===== config.mk =====
export PLATFORM = sky130hd
export DESIGN_NAME = lumi_rx_top
export DESIGN_NICKNAME = d
export VERILOG_FILES = /design/src/logic/lumi_cfg_pkg.sv /design/src/logic/lumi_cmd_pkg.sv /design/src/logic/link_framer.sv /design/src/logic/rx_beat_fifo.sv /design/src/logic/packet_assembler.sv /design/src/logic/lumi_rx_top.sv
export SDC_FILE = /design/constraint.sdc
export NUM_CORES = 1
export LEC_CHECK = 0
export BUFFER_PORTS_ARGS = -buffer_cell sky130_fd_sc_hd__clkbuf_2
export CORE_UTILIZATION = 43
export CTS_CLUSTER_SIZE = 25
export DETAILED_ROUTE_END_ITERATION = 7
export PLACE_DENSITY_LB_ADDON = 0.05
export SYNTH_ARGS = -nofsm -noshare
export SYNTH_HDL_FRONTEND = slang
export SYNTH_SLANG_ARGS = --single-unit

===== constraint.sdc =====
create_clock -name clk -period 22.8 [get_ports clk]
set_input_delay 0 -clock clk [delete_from_list [all_inputs] [get_ports clk]]
set_output_delay 0 -clock clk [all_outputs]
set_load 0.05 [all_outputs]

===== src/logic/lumi_cfg_pkg.sv =====
//######################################################################
// Receive link geometry with the tagged beat format used by the buffer
//######################################################################
`default_nettype none

package lumi_cfg_pkg;

   localparam int LINK_W = 16;             // PHY beat width
   localparam int CRDT_W = 16;             // Credit counter width

   // Packet class carried with every beat
   typedef enum logic [1:0] {
      TAG_REQ  = 2'd0,                     // Read or write request
      TAG_RESP = 2'd1,                     // Read or write response
      TAG_LINK = 2'd2,                     // Credit update, never forwarded
      TAG_DROP = 2'd3                      // Invalid opcode
   } beat_tag_t;

   // One buffered beat, 19 bits
   typedef struct packed {
      logic [LINK_W-1:0] data;             // Raw link beat
      logic              eop;              // Last beat of packet
      beat_tag_t         tag;              // Class of owning packet
   } rx_beat_t;

endpackage

`default_nettype wire


===== src/logic/lumi_cmd_pkg.sv =====
//######################################################################
// Command word decode views, opcodes and reassembled packet format
//######################################################################
`default_nettype none

package lumi_cmd_pkg;

   localparam int CMD_W  = 32;
   localparam int ADDR_W = 32;
   localparam int DATA_W = 64;

   // Supported opcodes, anything else is dropped
   typedef enum logic [3:0] {
      OPC_READ_REQ   = 4'd1,
      OPC_WRITE_REQ  = 4'd2,
      OPC_READ_RESP  = 4'd3,
      OPC_WRITE_RESP = 4'd4,
      OPC_LINK       = 4'd7
   } opcode_t;

   // Normal transaction view
   typedef struct packed {
      logic [25:0] rsvd;
      logic [1:0]  len;                    // Data words minus one
      logic [3:0]  opcode;
   } umi_cmd_t;

   // Link command view
   typedef struct packed {
      logic [15:0] crdt_val;               // New remote credit value
      logic [7:0]  rsvd;
      logic [3:0]  crdt_sel;               // Which credit counter
      logic [3:0]  opcode;
   } link_cmd_t;

   // Same 32-bit word, two decodes
   typedef union packed {
      umi_cmd_t  umi;
      link_cmd_t link;
   } cmd_word_u;

   localparam logic [3:0] CRDT_SEL_REQ  = 4'd1;
   localparam logic [3:0] CRDT_SEL_RESP = 4'd2;

   // Reassembled packet, cmd sits in the low bits like on the link
   typedef struct packed {
      logic [DATA_W-1:0] data;
      logic [ADDR_W-1:0] srcaddr;
      logic [ADDR_W-1:0] dstaddr;
      logic [CMD_W-1:0]  cmd;
   } umi_pkt_t;

   //###################################################################
   // Packet lengths in link beats
   //###################################################################
   localparam int BEAT_CNT_W = 4;          // Longest packet is 10 beats

   localparam logic [BEAT_CNT_W-1:0] HDR_ONLY_BEATS = 4'd2;   // Link and invalid
   localparam logic [BEAT_CNT_W-1:0] NODATA_BEATS   = 4'd6;   // Cmd plus both addresses

endpackage

`default_nettype wire


===== src/logic/link_framer.sv =====
//######################################################################
// Receive framer that samples PHY beats and tags each one by class
//######################################################################
`timescale 1ns/100ps
`default_nettype none

module link_framer (
   input  logic                            clk,
   input  logic                            nreset,
   input  logic [lumi_cfg_pkg::LINK_W-1:0] phy_rxdata,
   input  logic                            phy_rxvld,
   output logic                            wr_en,
   output lumi_cfg_pkg::rx_beat_t          wr_beat
);
   import lumi_cfg_pkg::*;
   import lumi_cmd_pkg::*;

   logic                  rxvalid;         // Registered PHY valid
   logic [LINK_W-1:0]     rxdata;          // Registered PHY beat
   cmd_word_u             hdr;             // First beat seen as a command word
   logic [BEAT_CNT_W-1:0] data_beats;
   logic [BEAT_CNT_W-1:0] len_raw;
   logic [BEAT_CNT_W-1:0] len_hold;
   logic [BEAT_CNT_W-1:0] pkt_beats;
   logic [BEAT_CNT_W-1:0] beat_cnt;
   logic [BEAT_CNT_W-1:0] beat_cnt_nxt;
   beat_tag_t             tag_raw;
   beat_tag_t             tag_hold;
   logic                  sop;
   logic                  eop;

   //###################################################################
   // Input sampling
   //###################################################################
   always_ff @(posedge clk or negedge nreset)
      if (!nreset)
         rxvalid <= 1'b0;
      else
         rxvalid <= phy_rxvld;

   always_ff @(posedge clk)
      rxdata <= phy_rxdata;

   //###################################################################
   // Header decode on first beat
   //###################################################################
   // Only opcode and len live in the low beat
   assign hdr        = {{(CMD_W-LINK_W){1'b0}}, rxdata};
   assign data_beats = BEAT_CNT_W'(hdr.umi.len) + 1'b1;

   always_comb
   begin
      len_raw = HDR_ONLY_BEATS;            // Invalid opcodes by default
      tag_raw = TAG_DROP;
      case (hdr.umi.opcode)
         OPC_READ_REQ:
         begin
            len_raw = NODATA_BEATS;
            tag_raw = TAG_REQ;
         end
         OPC_WRITE_REQ:
         begin
            len_raw = NODATA_BEATS + data_beats;
            tag_raw = TAG_REQ;
         end
         OPC_READ_RESP:
         begin
            len_raw = NODATA_BEATS + data_beats;
            tag_raw = TAG_RESP;
         end
         OPC_WRITE_RESP:
         begin
            len_raw = NODATA_BEATS;
            tag_raw = TAG_RESP;
         end
         OPC_LINK:
            tag_raw = TAG_LINK;            // Cmd only
         default:
            tag_raw = TAG_DROP;
      endcase
   end

   //###################################################################
   // Start of packet tracking
   //###################################################################
   assign sop          = (beat_cnt == '0);
   assign pkt_beats    = sop ? len_raw : len_hold;
   assign beat_cnt_nxt = beat_cnt + 1'b1;
   assign eop          = (beat_cnt_nxt == pkt_beats);

   always_ff @(posedge clk or negedge nreset)
      if (!nreset)
      begin
         beat_cnt <= '0;
         len_hold <= HDR_ONLY_BEATS;
         tag_hold <= TAG_DROP;
      end
      else if (rxvalid)
      begin
         beat_cnt <= eop ? '0 : beat_cnt_nxt;   // Wrap at packet end
         if (sop)
         begin
            len_hold <= len_raw;           // Held for rest of packet
            tag_hold <= tag_raw;
         end
      end

   // Tagged beat straight into the buffer
   assign wr_en = rxvalid;

   always_comb
   begin
      wr_beat.data = rxdata;
      wr_beat.eop  = eop;
      wr_beat.tag  = sop ? tag_raw : tag_hold;
   end

endmodule

`default_nettype wire


===== src/logic/rx_beat_fifo.sv =====
//######################################################################
// Circular receive buffer of tagged beats with empty and full flags
//######################################################################
`timescale 1ns/100ps
`default_nettype none

module rx_beat_fifo #(
   parameter int FIFO_DEPTH = 16           // Depth in beats
) (
   input  logic                   clk,
   input  logic                   nreset,
   input  logic                   wr_en,
   input  lumi_cfg_pkg::rx_beat_t wr_beat,
   input  logic                   rd_en,
   output lumi_cfg_pkg::rx_beat_t rd_beat,
   output logic                   empty,
   output logic                   full
);
   import lumi_cfg_pkg::*;

   localparam int PTR_W = $clog2(FIFO_DEPTH);

   rx_beat_t         mem [FIFO_DEPTH];     // Beat storage
   logic [PTR_W-1:0] wr_ptr;
   logic [PTR_W-1:0] rd_ptr;
   logic [PTR_W:0]   count;                // Occupancy
   logic             do_wr;
   logic             do_rd;

   assign do_wr = wr_en & ~full;
   assign do_rd = rd_en & ~empty;

   // Storage write
   always_ff @(posedge clk)
      if (do_wr)
         mem[wr_ptr] <= wr_beat;

   // Pointers wrap at depth, not only at powers of two
   always_ff @(posedge clk or negedge nreset)
      if (!nreset)
      begin
         wr_ptr <= '0;
         rd_ptr <= '0;
         count  <= '0;
      end
      else
      begin
         if (do_wr)
            wr_ptr <= (wr_ptr == PTR_W'(FIFO_DEPTH-1)) ? '0 : wr_ptr + 1'b1;
         if (do_rd)
            rd_ptr <= (rd_ptr == PTR_W'(FIFO_DEPTH-1)) ? '0 : rd_ptr + 1'b1;
         if (do_wr && !do_rd)
            count <= count + 1'b1;
         else if (do_rd && !do_wr)
            count <= count - 1'b1;
      end

   assign rd_beat = mem[rd_ptr];           // Head of queue, no read latency
   assign empty   = (count == '0);
   assign full    = (count == (PTR_W+1)'(FIFO_DEPTH));

endmodule

`default_nettype wire


===== src/logic/packet_assembler.sv =====
//######################################################################
// Packet reassembly from buffered beats with routing and credit tracking
//######################################################################
`timescale 1ns/100ps
`default_nettype none

module packet_assembler (
   input  logic                            clk,
   input  logic                            nreset,
   input  logic                            csr_en,
   input  logic [lumi_cfg_pkg::CRDT_W-1:0] crdt_init,
   input  lumi_cfg_pkg::rx_beat_t          rd_beat,
   input  logic                            empty,
   output logic                            rd_en,
   output lumi_cmd_pkg::umi_pkt_t          req_out,
   output logic                            req_valid,
   input  logic                            req_ready,
   output lumi_cmd_pkg::umi_pkt_t          resp_out,
   output logic                            resp_valid,
   input  logic                            resp_ready,
   output logic [lumi_cfg_pkg::CRDT_W-1:0] loc_crdt,
   output logic [lumi_cfg_pkg::CRDT_W-1:0] rmt_crdt_req,
   output logic [lumi_cfg_pkg::CRDT_W-1:0] rmt_crdt_resp
);
   import lumi_cfg_pkg::*;
   import lumi_cmd_pkg::*;

   localparam int PKT_W      = $bits(umi_pkt_t);
   localparam int DATA_WORDS = DATA_W / LINK_W;

   logic [BEAT_CNT_W-1:0] beat_idx;        // Slot of next popped beat
   logic [PKT_W-1:0]      shift_q;         // Beats gathered so far
   logic [PKT_W-1:0]      asm_vec;         // Gathered beats plus current one
   umi_pkt_t              asm_pkt;
   umi_pkt_t              pkt_clean;
   cmd_word_u             asm_cmd;
   logic                  no_data;
   logic                  hdr_only;
   logic                  req_free;
   logic                  resp_free;
   logic                  slot_free;
   logic                  pop_eop;

   //###################################################################
   // Pop control
   //###################################################################
   assign req_free  = ~req_valid | req_ready;     // Empty or leaving now
   assign resp_free = ~resp_valid | resp_ready;

   // Only the last beat needs a free output register
   always_comb
      case (rd_beat.tag)
         TAG_REQ:  slot_free = req_free;
         TAG_RESP: slot_free = resp_free;
         default:  slot_free = 1'b1;        // Link and drop never stall
      endcase

   assign rd_en   = ~empty & (~rd_beat.eop | slot_free);
   assign pop_eop = rd_en & rd_beat.eop;

   //###################################################################
   // Reassembly
   //###################################################################
   always_comb
   begin
      asm_vec = shift_q;
      asm_vec[beat_idx*LINK_W +: LINK_W] = rd_beat.data;
   end

   assign asm_pkt  = umi_pkt_t'(asm_vec);
   assign asm_cmd  = asm_pkt.cmd;
   assign no_data  = (asm_cmd.umi.opcode == OPC_READ_REQ) |
                     (asm_cmd.umi.opcode == OPC_WRITE_RESP);
   assign hdr_only = (rd_beat.tag == TAG_LINK) | (rd_beat.tag == TAG_DROP);

   // Clear whatever the packet class leaves stale
   always_comb
   begin
      pkt_clean = asm_pkt;
      for (int i = 0; i < DATA_WORDS; i++)
      begin
         if (no_data || (i > int'(asm_cmd.umi.len)))
            pkt_clean.data[i*LINK_W +: LINK_W] = '0;   // Past len
      end
      if (hdr_only)
      begin
         pkt_clean.dstaddr = '0;
         pkt_clean.srcaddr = '0;
         pkt_clean.data    = '0;
      end
   end

   always_ff @(posedge clk or negedge nreset)
      if (!nreset)
         beat_idx <= '0;
      else if (rd_en)
         beat_idx <= rd_beat.eop ? '0 : beat_idx + 1'b1;

   always_ff @(posedge clk)
      if (rd_en)
         shift_q <= asm_vec;

   //###################################################################
   // Output registers
   //###################################################################
   always_ff @(posedge clk or negedge nreset)
      if (!nreset)
      begin
         req_valid  <= 1'b0;
         resp_valid <= 1'b0;
      end
      else
      begin
         if (pop_eop && rd_beat.tag == TAG_REQ)
            req_valid <= 1'b1;
         else if (req_ready)
            req_valid <= 1'b0;
         if (pop_eop && rd_beat.tag == TAG_RESP)
            resp_valid <= 1'b1;
         else if (resp_ready)
            resp_valid <= 1'b0;
      end

   always_ff @(posedge clk)
   begin
      if (pop_eop && rd_beat.tag == TAG_REQ)
         req_out <= pkt_clean;
      if (pop_eop && rd_beat.tag == TAG_RESP)
         resp_out <= pkt_clean;
   end

   //###################################################################
   // Credits
   //###################################################################
   // Remote values taken from link commands
   always_ff @(posedge clk or negedge nreset)
      if (!nreset)
      begin
         rmt_crdt_req  <= '0;
         rmt_crdt_resp <= '0;
      end
      else if (pop_eop && rd_beat.tag == TAG_LINK)
      begin
         if (asm_cmd.link.crdt_sel == CRDT_SEL_REQ)
            rmt_crdt_req <= asm_cmd.link.crdt_val;
         else if (asm_cmd.link.crdt_sel == CRDT_SEL_RESP)
            rmt_crdt_resp <= asm_cmd.link.crdt_val;
      end

   // Local credits, one per consumed beat
   always_ff @(posedge clk or negedge nreset)
      if (!nreset)
         loc_crdt <= '0;
      else if (!csr_en)
         loc_crdt <= crdt_init;            // Load while disabled
      else if (rd_en)
         loc_crdt <= loc_crdt + 1'b1;

endmodule

`default_nettype wire


===== src/logic/lumi_rx_top.sv =====
//######################################################################
// Link receiver top joining framer, beat buffer and packet assembler
//######################################################################
`timescale 1ns/100ps
`default_nettype none

module lumi_rx_top #(
   parameter int FIFO_DEPTH = 16           // Receive buffer depth in beats
) (
   input  logic                            clk,
   input  logic                            nreset,
   input  logic                            csr_en,
   input  logic [lumi_cfg_pkg::CRDT_W-1:0] crdt_init,
   input  logic [lumi_cfg_pkg::LINK_W-1:0] phy_rxdata,
   input  logic                            phy_rxvld,
   output lumi_cmd_pkg::umi_pkt_t          req_out,
   output logic                            req_valid,
   input  logic                            req_ready,
   output lumi_cmd_pkg::umi_pkt_t          resp_out,
   output logic                            resp_valid,
   input  logic                            resp_ready,
   output logic [lumi_cfg_pkg::CRDT_W-1:0] loc_crdt,
   output logic [lumi_cfg_pkg::CRDT_W-1:0] rmt_crdt_req,
   output logic [lumi_cfg_pkg::CRDT_W-1:0] rmt_crdt_resp
);
   import lumi_cfg_pkg::*;

   logic     fifo_wr_en;                   // Framer push
   rx_beat_t fifo_wr_beat;
   logic     fifo_rd_en;                   // Assembler pop
   rx_beat_t fifo_rd_beat;
   logic     fifo_empty;
   logic     fifo_full;                    // Watched for overflow only

   // PHY sampling and tagging
   link_framer link_framer_i (
      .clk        (clk),
      .nreset     (nreset),
      .phy_rxdata (phy_rxdata),
      .phy_rxvld  (phy_rxvld),
      .wr_en      (fifo_wr_en),
      .wr_beat    (fifo_wr_beat)
   );

   // Shared beat buffer
   rx_beat_fifo #(
      .FIFO_DEPTH (FIFO_DEPTH)
   ) rx_beat_fifo_i (
      .clk     (clk),
      .nreset  (nreset),
      .wr_en   (fifo_wr_en),
      .wr_beat (fifo_wr_beat),
      .rd_en   (fifo_rd_en),
      .rd_beat (fifo_rd_beat),
      .empty   (fifo_empty),
      .full    (fifo_full)
   );

   // Reassembly, routing and credits
   packet_assembler packet_assembler_i (
      .clk           (clk),
      .nreset        (nreset),
      .csr_en        (csr_en),
      .crdt_init     (crdt_init),
      .rd_beat       (fifo_rd_beat),
      .empty         (fifo_empty),
      .rd_en         (fifo_rd_en),
      .req_out       (req_out),
      .req_valid     (req_valid),
      .req_ready     (req_ready),
      .resp_out      (resp_out),
      .resp_valid    (resp_valid),
      .resp_ready    (resp_ready),
      .loc_crdt      (loc_crdt),
      .rmt_crdt_req  (rmt_crdt_req),
      .rmt_crdt_resp (rmt_crdt_resp)
   );

endmodule

`default_nettype wire


==> impl_metrics.py <==
metrics = {
    "route": {
        "dr.pass1.iters": 5,
        "drt_iter0_drc": 1373,
        "avgRoutedWirePerCell_um": 23.68,
        "vias": 18090,
        "viasPerCell": 5.210,
        "ant_nets": 0,
        "drt-total-wl_um": 82230,
        "drc_errors": 0,
    },
    "sta": {
        "finClkSkew_ns": 0.03050,
        "finalSetupViolations": 0,
        "fmax_mhz": 186.3,
        "min_period_ns": 5.367,
        "maxSlewHeadroom_pct": 14.84,
        "period_share_pct": 23.54,
        "worst_pin_slew_ns": 1.271,
        "drv_slew": 0,
        "setup-tns-final_ns": 0,
        "fin_ws_ns": 17.43,
        "hold_viol_final": 0,
        "rsz0062_at_grt": "no",
    },
    "critical_path": {
        "worstPathRequired_ns": 23.07,
        "slowest_delay_ns": 0.88,
        "criticalPathCategory": "reg -> reg",
        "r2r_slack_ns": 17.43,
        "worstPathCellList": "buf_4 -> mux4_2 -> nor3_1 -> or3_4 -> nand2_1 -> a22oi_2 -> buf_4 -> inv_6 -> buf_4",
        "cp-end-kind": "register",
        "startpoint_type": "register",
        "timing.rr.end": "packet_assembler_i.shift_q[44]",
        "arrival_ns": 5.63,
        "rr_worst_depth": 9,
        "rr_startpoint": "rx_beat_fifo_i.rd_ptr[0]",
        "critPathCapture": "packet_assembler_i.shift_q[44]",
        "cp-startpoint": "rx_beat_fifo_i.rd_ptr[0]",
        "crit_slowest_cell": "dfrtp_4",
        "crit_fanout": 96,
        "cpMostUsedCell": "buf_4",
    },
    "clocking": {
        "path_clk_slew_ns": 0.06,
        "clk_path_buf_depth": 3,
        "clk_latency_ns": 0.65,
        "cts_tree": "yes",
        "numCtsBuffers": 92,
        "htree_levels": 3,
        "postCtsSetupBuffers": 0,
        "cts_sinks": 878,
        "cts_root_buf": "clkbuf_16",
        "cts_resized": 0,
        "postCtsHoldBufs": 56,
    },
    "placement": {
        "gp_congestion": 0.7780,
        "portBuffers": 407,
        "dp_hpwl_um": 52740,
        "post-place-cells": 3241,
        "pre_cts_slack_ns": 17.26,
        "dpl-instance-area_mm2": 0.03683,
    },
    "synthesis": {
        "yosysTopAreaCell": "edfxtp_1",
        "synth_async_sr_flop_share_pct": 8.884,
        "ys_seq_area_share_pct": 76.90,
        "postSynthCellCount": 1837,
        "netlist_top_cells_count": "784 x edfxtp_1, 131 x nand2_1, 101 x mux2_2",
        "synth_flop_cell": "edfxtp_1",
        "ys_ff_latch": 878,
        "synth_nets": 1895,
        "syn_area_mm2": 0.03357,
        "yosys_warnings": 0,
        "synth.most_common_cell": "edfxtp_1",
        "syn_area_per_cell_um2": 18.28,
        "synth_area_leaders": "edfxtp_1 70%, dfrtp_1 5.6%, mux4_2 5.4%, mux2_2 3.4%, and2_1 1.6%",
        "ys_types": 66,
        "synth_top_cell_area_share_pct": 70.13,
        "synth_edf_count": 784,
    },
    "global_route": {
        "grt_overflow": 0,
        "grt_max_degree": 162,
        "antenna_found_initial": 2,
        "grt_use_total_pct": 20.45,
        "grt_pass1_vias": 17840,
        "grt_first_pass_wirelength_um": 118900,
    },
    "die": {
        "die_h_um": 281.4,
        "initial_core_util_pct": 43.41,
        "rows": 102,
        "core_area_mm2": 0.07734,
        "die_area_mm2": 0.07920,
        "die_w_um": 281.4,
        "io_pins": 408,
    },
    "layout": {
        "synthToLayoutAreaGrowth_pct": 20.84,
        "final_area_mm2": 0.04057,
        "fin_cells": 3473,
        "fill_cells": 6414,
        "drive_gt1_share_pct": 33.80,
        "fin_nets": 2410,
    },
    "run_status": {
        "status": "completed",
    },
    "flow_run": {
        "drv_cap": 0,
    },
    "min_path": {
        "hold_class": "in -> reg",
    },
}
-- registers in the layout, summed over array words and instances, names as in the netlist, 2 cells and up --
| signal | count |
|---|---|
| packet_assembler_i.resp_out | 160 |
| packet_assembler_i.loc_crdt | 16 |
| packet_assembler_i.rmt_crdt_resp | 16 |
| packet_assembler_i.req_out | 160 |
| rx_beat_fifo_i.rd_ptr | 4 |
| packet_assembler_i.shift_q | 160 |
| link_framer_i.len_hold | 4 |
| link_framer_i.tag_hold | 2 |
| packet_assembler_i.rmt_crdt_req | 16 |
| rx_beat_fifo_i.count | 5 |
| rx_beat_fifo_i.mem | 304 |
| rx_beat_fifo_i.wr_ptr | 4 |
| link_framer_i.beat_cnt | 4 |
| packet_assembler_i.beat_idx | 4 |
| link_framer_i.rxdata | 16 |
-- through the flow --
stage,utilization (%),hold WS (ns)
2_1_floorplan,-,-0.2956
3_3_place_gp,47.62,-0.09355
3_5_place_dp,47.62,-0.08577
4_1_cts,52.43,0.001944
5_1_grt,52.45,0.02511
6_report,52.45,0.02979
-- how the worst min path moves through the flow --
stage,from,end,slack (ns),depth (start not counted)
final,phy_rxdata[2],link_framer_i.rxdata[2],0.03,2
after global routing,phy_rxdata[2],link_framer_i.rxdata[2],0.03,2
after CTS,csr_en,packet_assembler_i.loc_crdt[4],0.002,2
after detailed placement,nreset,packet_assembler_i.rmt_crdt_resp[11],-0.09,1
after global placement,nreset,packet_assembler_i.rmt_crdt_resp[12],-0.09,1
after floorplan,nreset,link_framer_i.beat_cnt[0],-0.30,0
-- cell type report --
type	count	area (um2)	area share, %
clock inverters	54	673.1	1.659
diodes	1	2.502	0.006168
flip-flops and latches	878	25820	63.66
inverters	26	102.6	0.2529
multi-input cells	852	7266	17.91
well taps	1040	1301	3.208
repair buffers	502	2912	7.177
clock buffers	120	2487	6.131
-- metal layers --
metal	vias to the layer above	track usage, %	wire [um]
met5	-	0	0
met4	0	6.020	1998
met3	119	2.942	3566
met2	477	34.41	41350
met1	9375	27.66	35320
li1	8123	-	-
-- worst max-delay path: cells and delay by family (launching register included) --
family,cells,cell delay [ns]
AOI/OAI and AO/OA,1,0.12
buffers and inverters,4,2.51
DFF,1,0.88
muxes,1,0.36
and+or+nand+nor,3,1.02
-- cell families (layout without fill, tap and decap cells) --
family / Yosys count / in the layout / share of synthesized area, %
xor gates and xnor gates: 18 / 18 / 0.4696
AOI/OAI and AO/OA: 161 / 161 / 3.179
buffers and inverters: 107 / 702 / 1.647
DFF: 878 / 878 / 76.90
and+or+nand+nor: 416 / 416 / 6.198
muxes: 237 / 237 / 10.83
adders and majority gates: 20 / 20 / 0.7677
other: 0 / 1 / 0
-- layout by cell type (no fill, tap or decap), types with 56 or more instances in the layout --
master         count
clkbuf_16         92
dlygate4sd3_1     56
nand2_1          131
dfrtp_1           73
nor2_1            98
and2_1            84
mux2_2           101
mux4_2            81
clkbuf_2         406
edfxtp_1         784
Power is not shown: default switching activity piles up to over one toggle a cycle in this logic, so the estimate is an artifact.
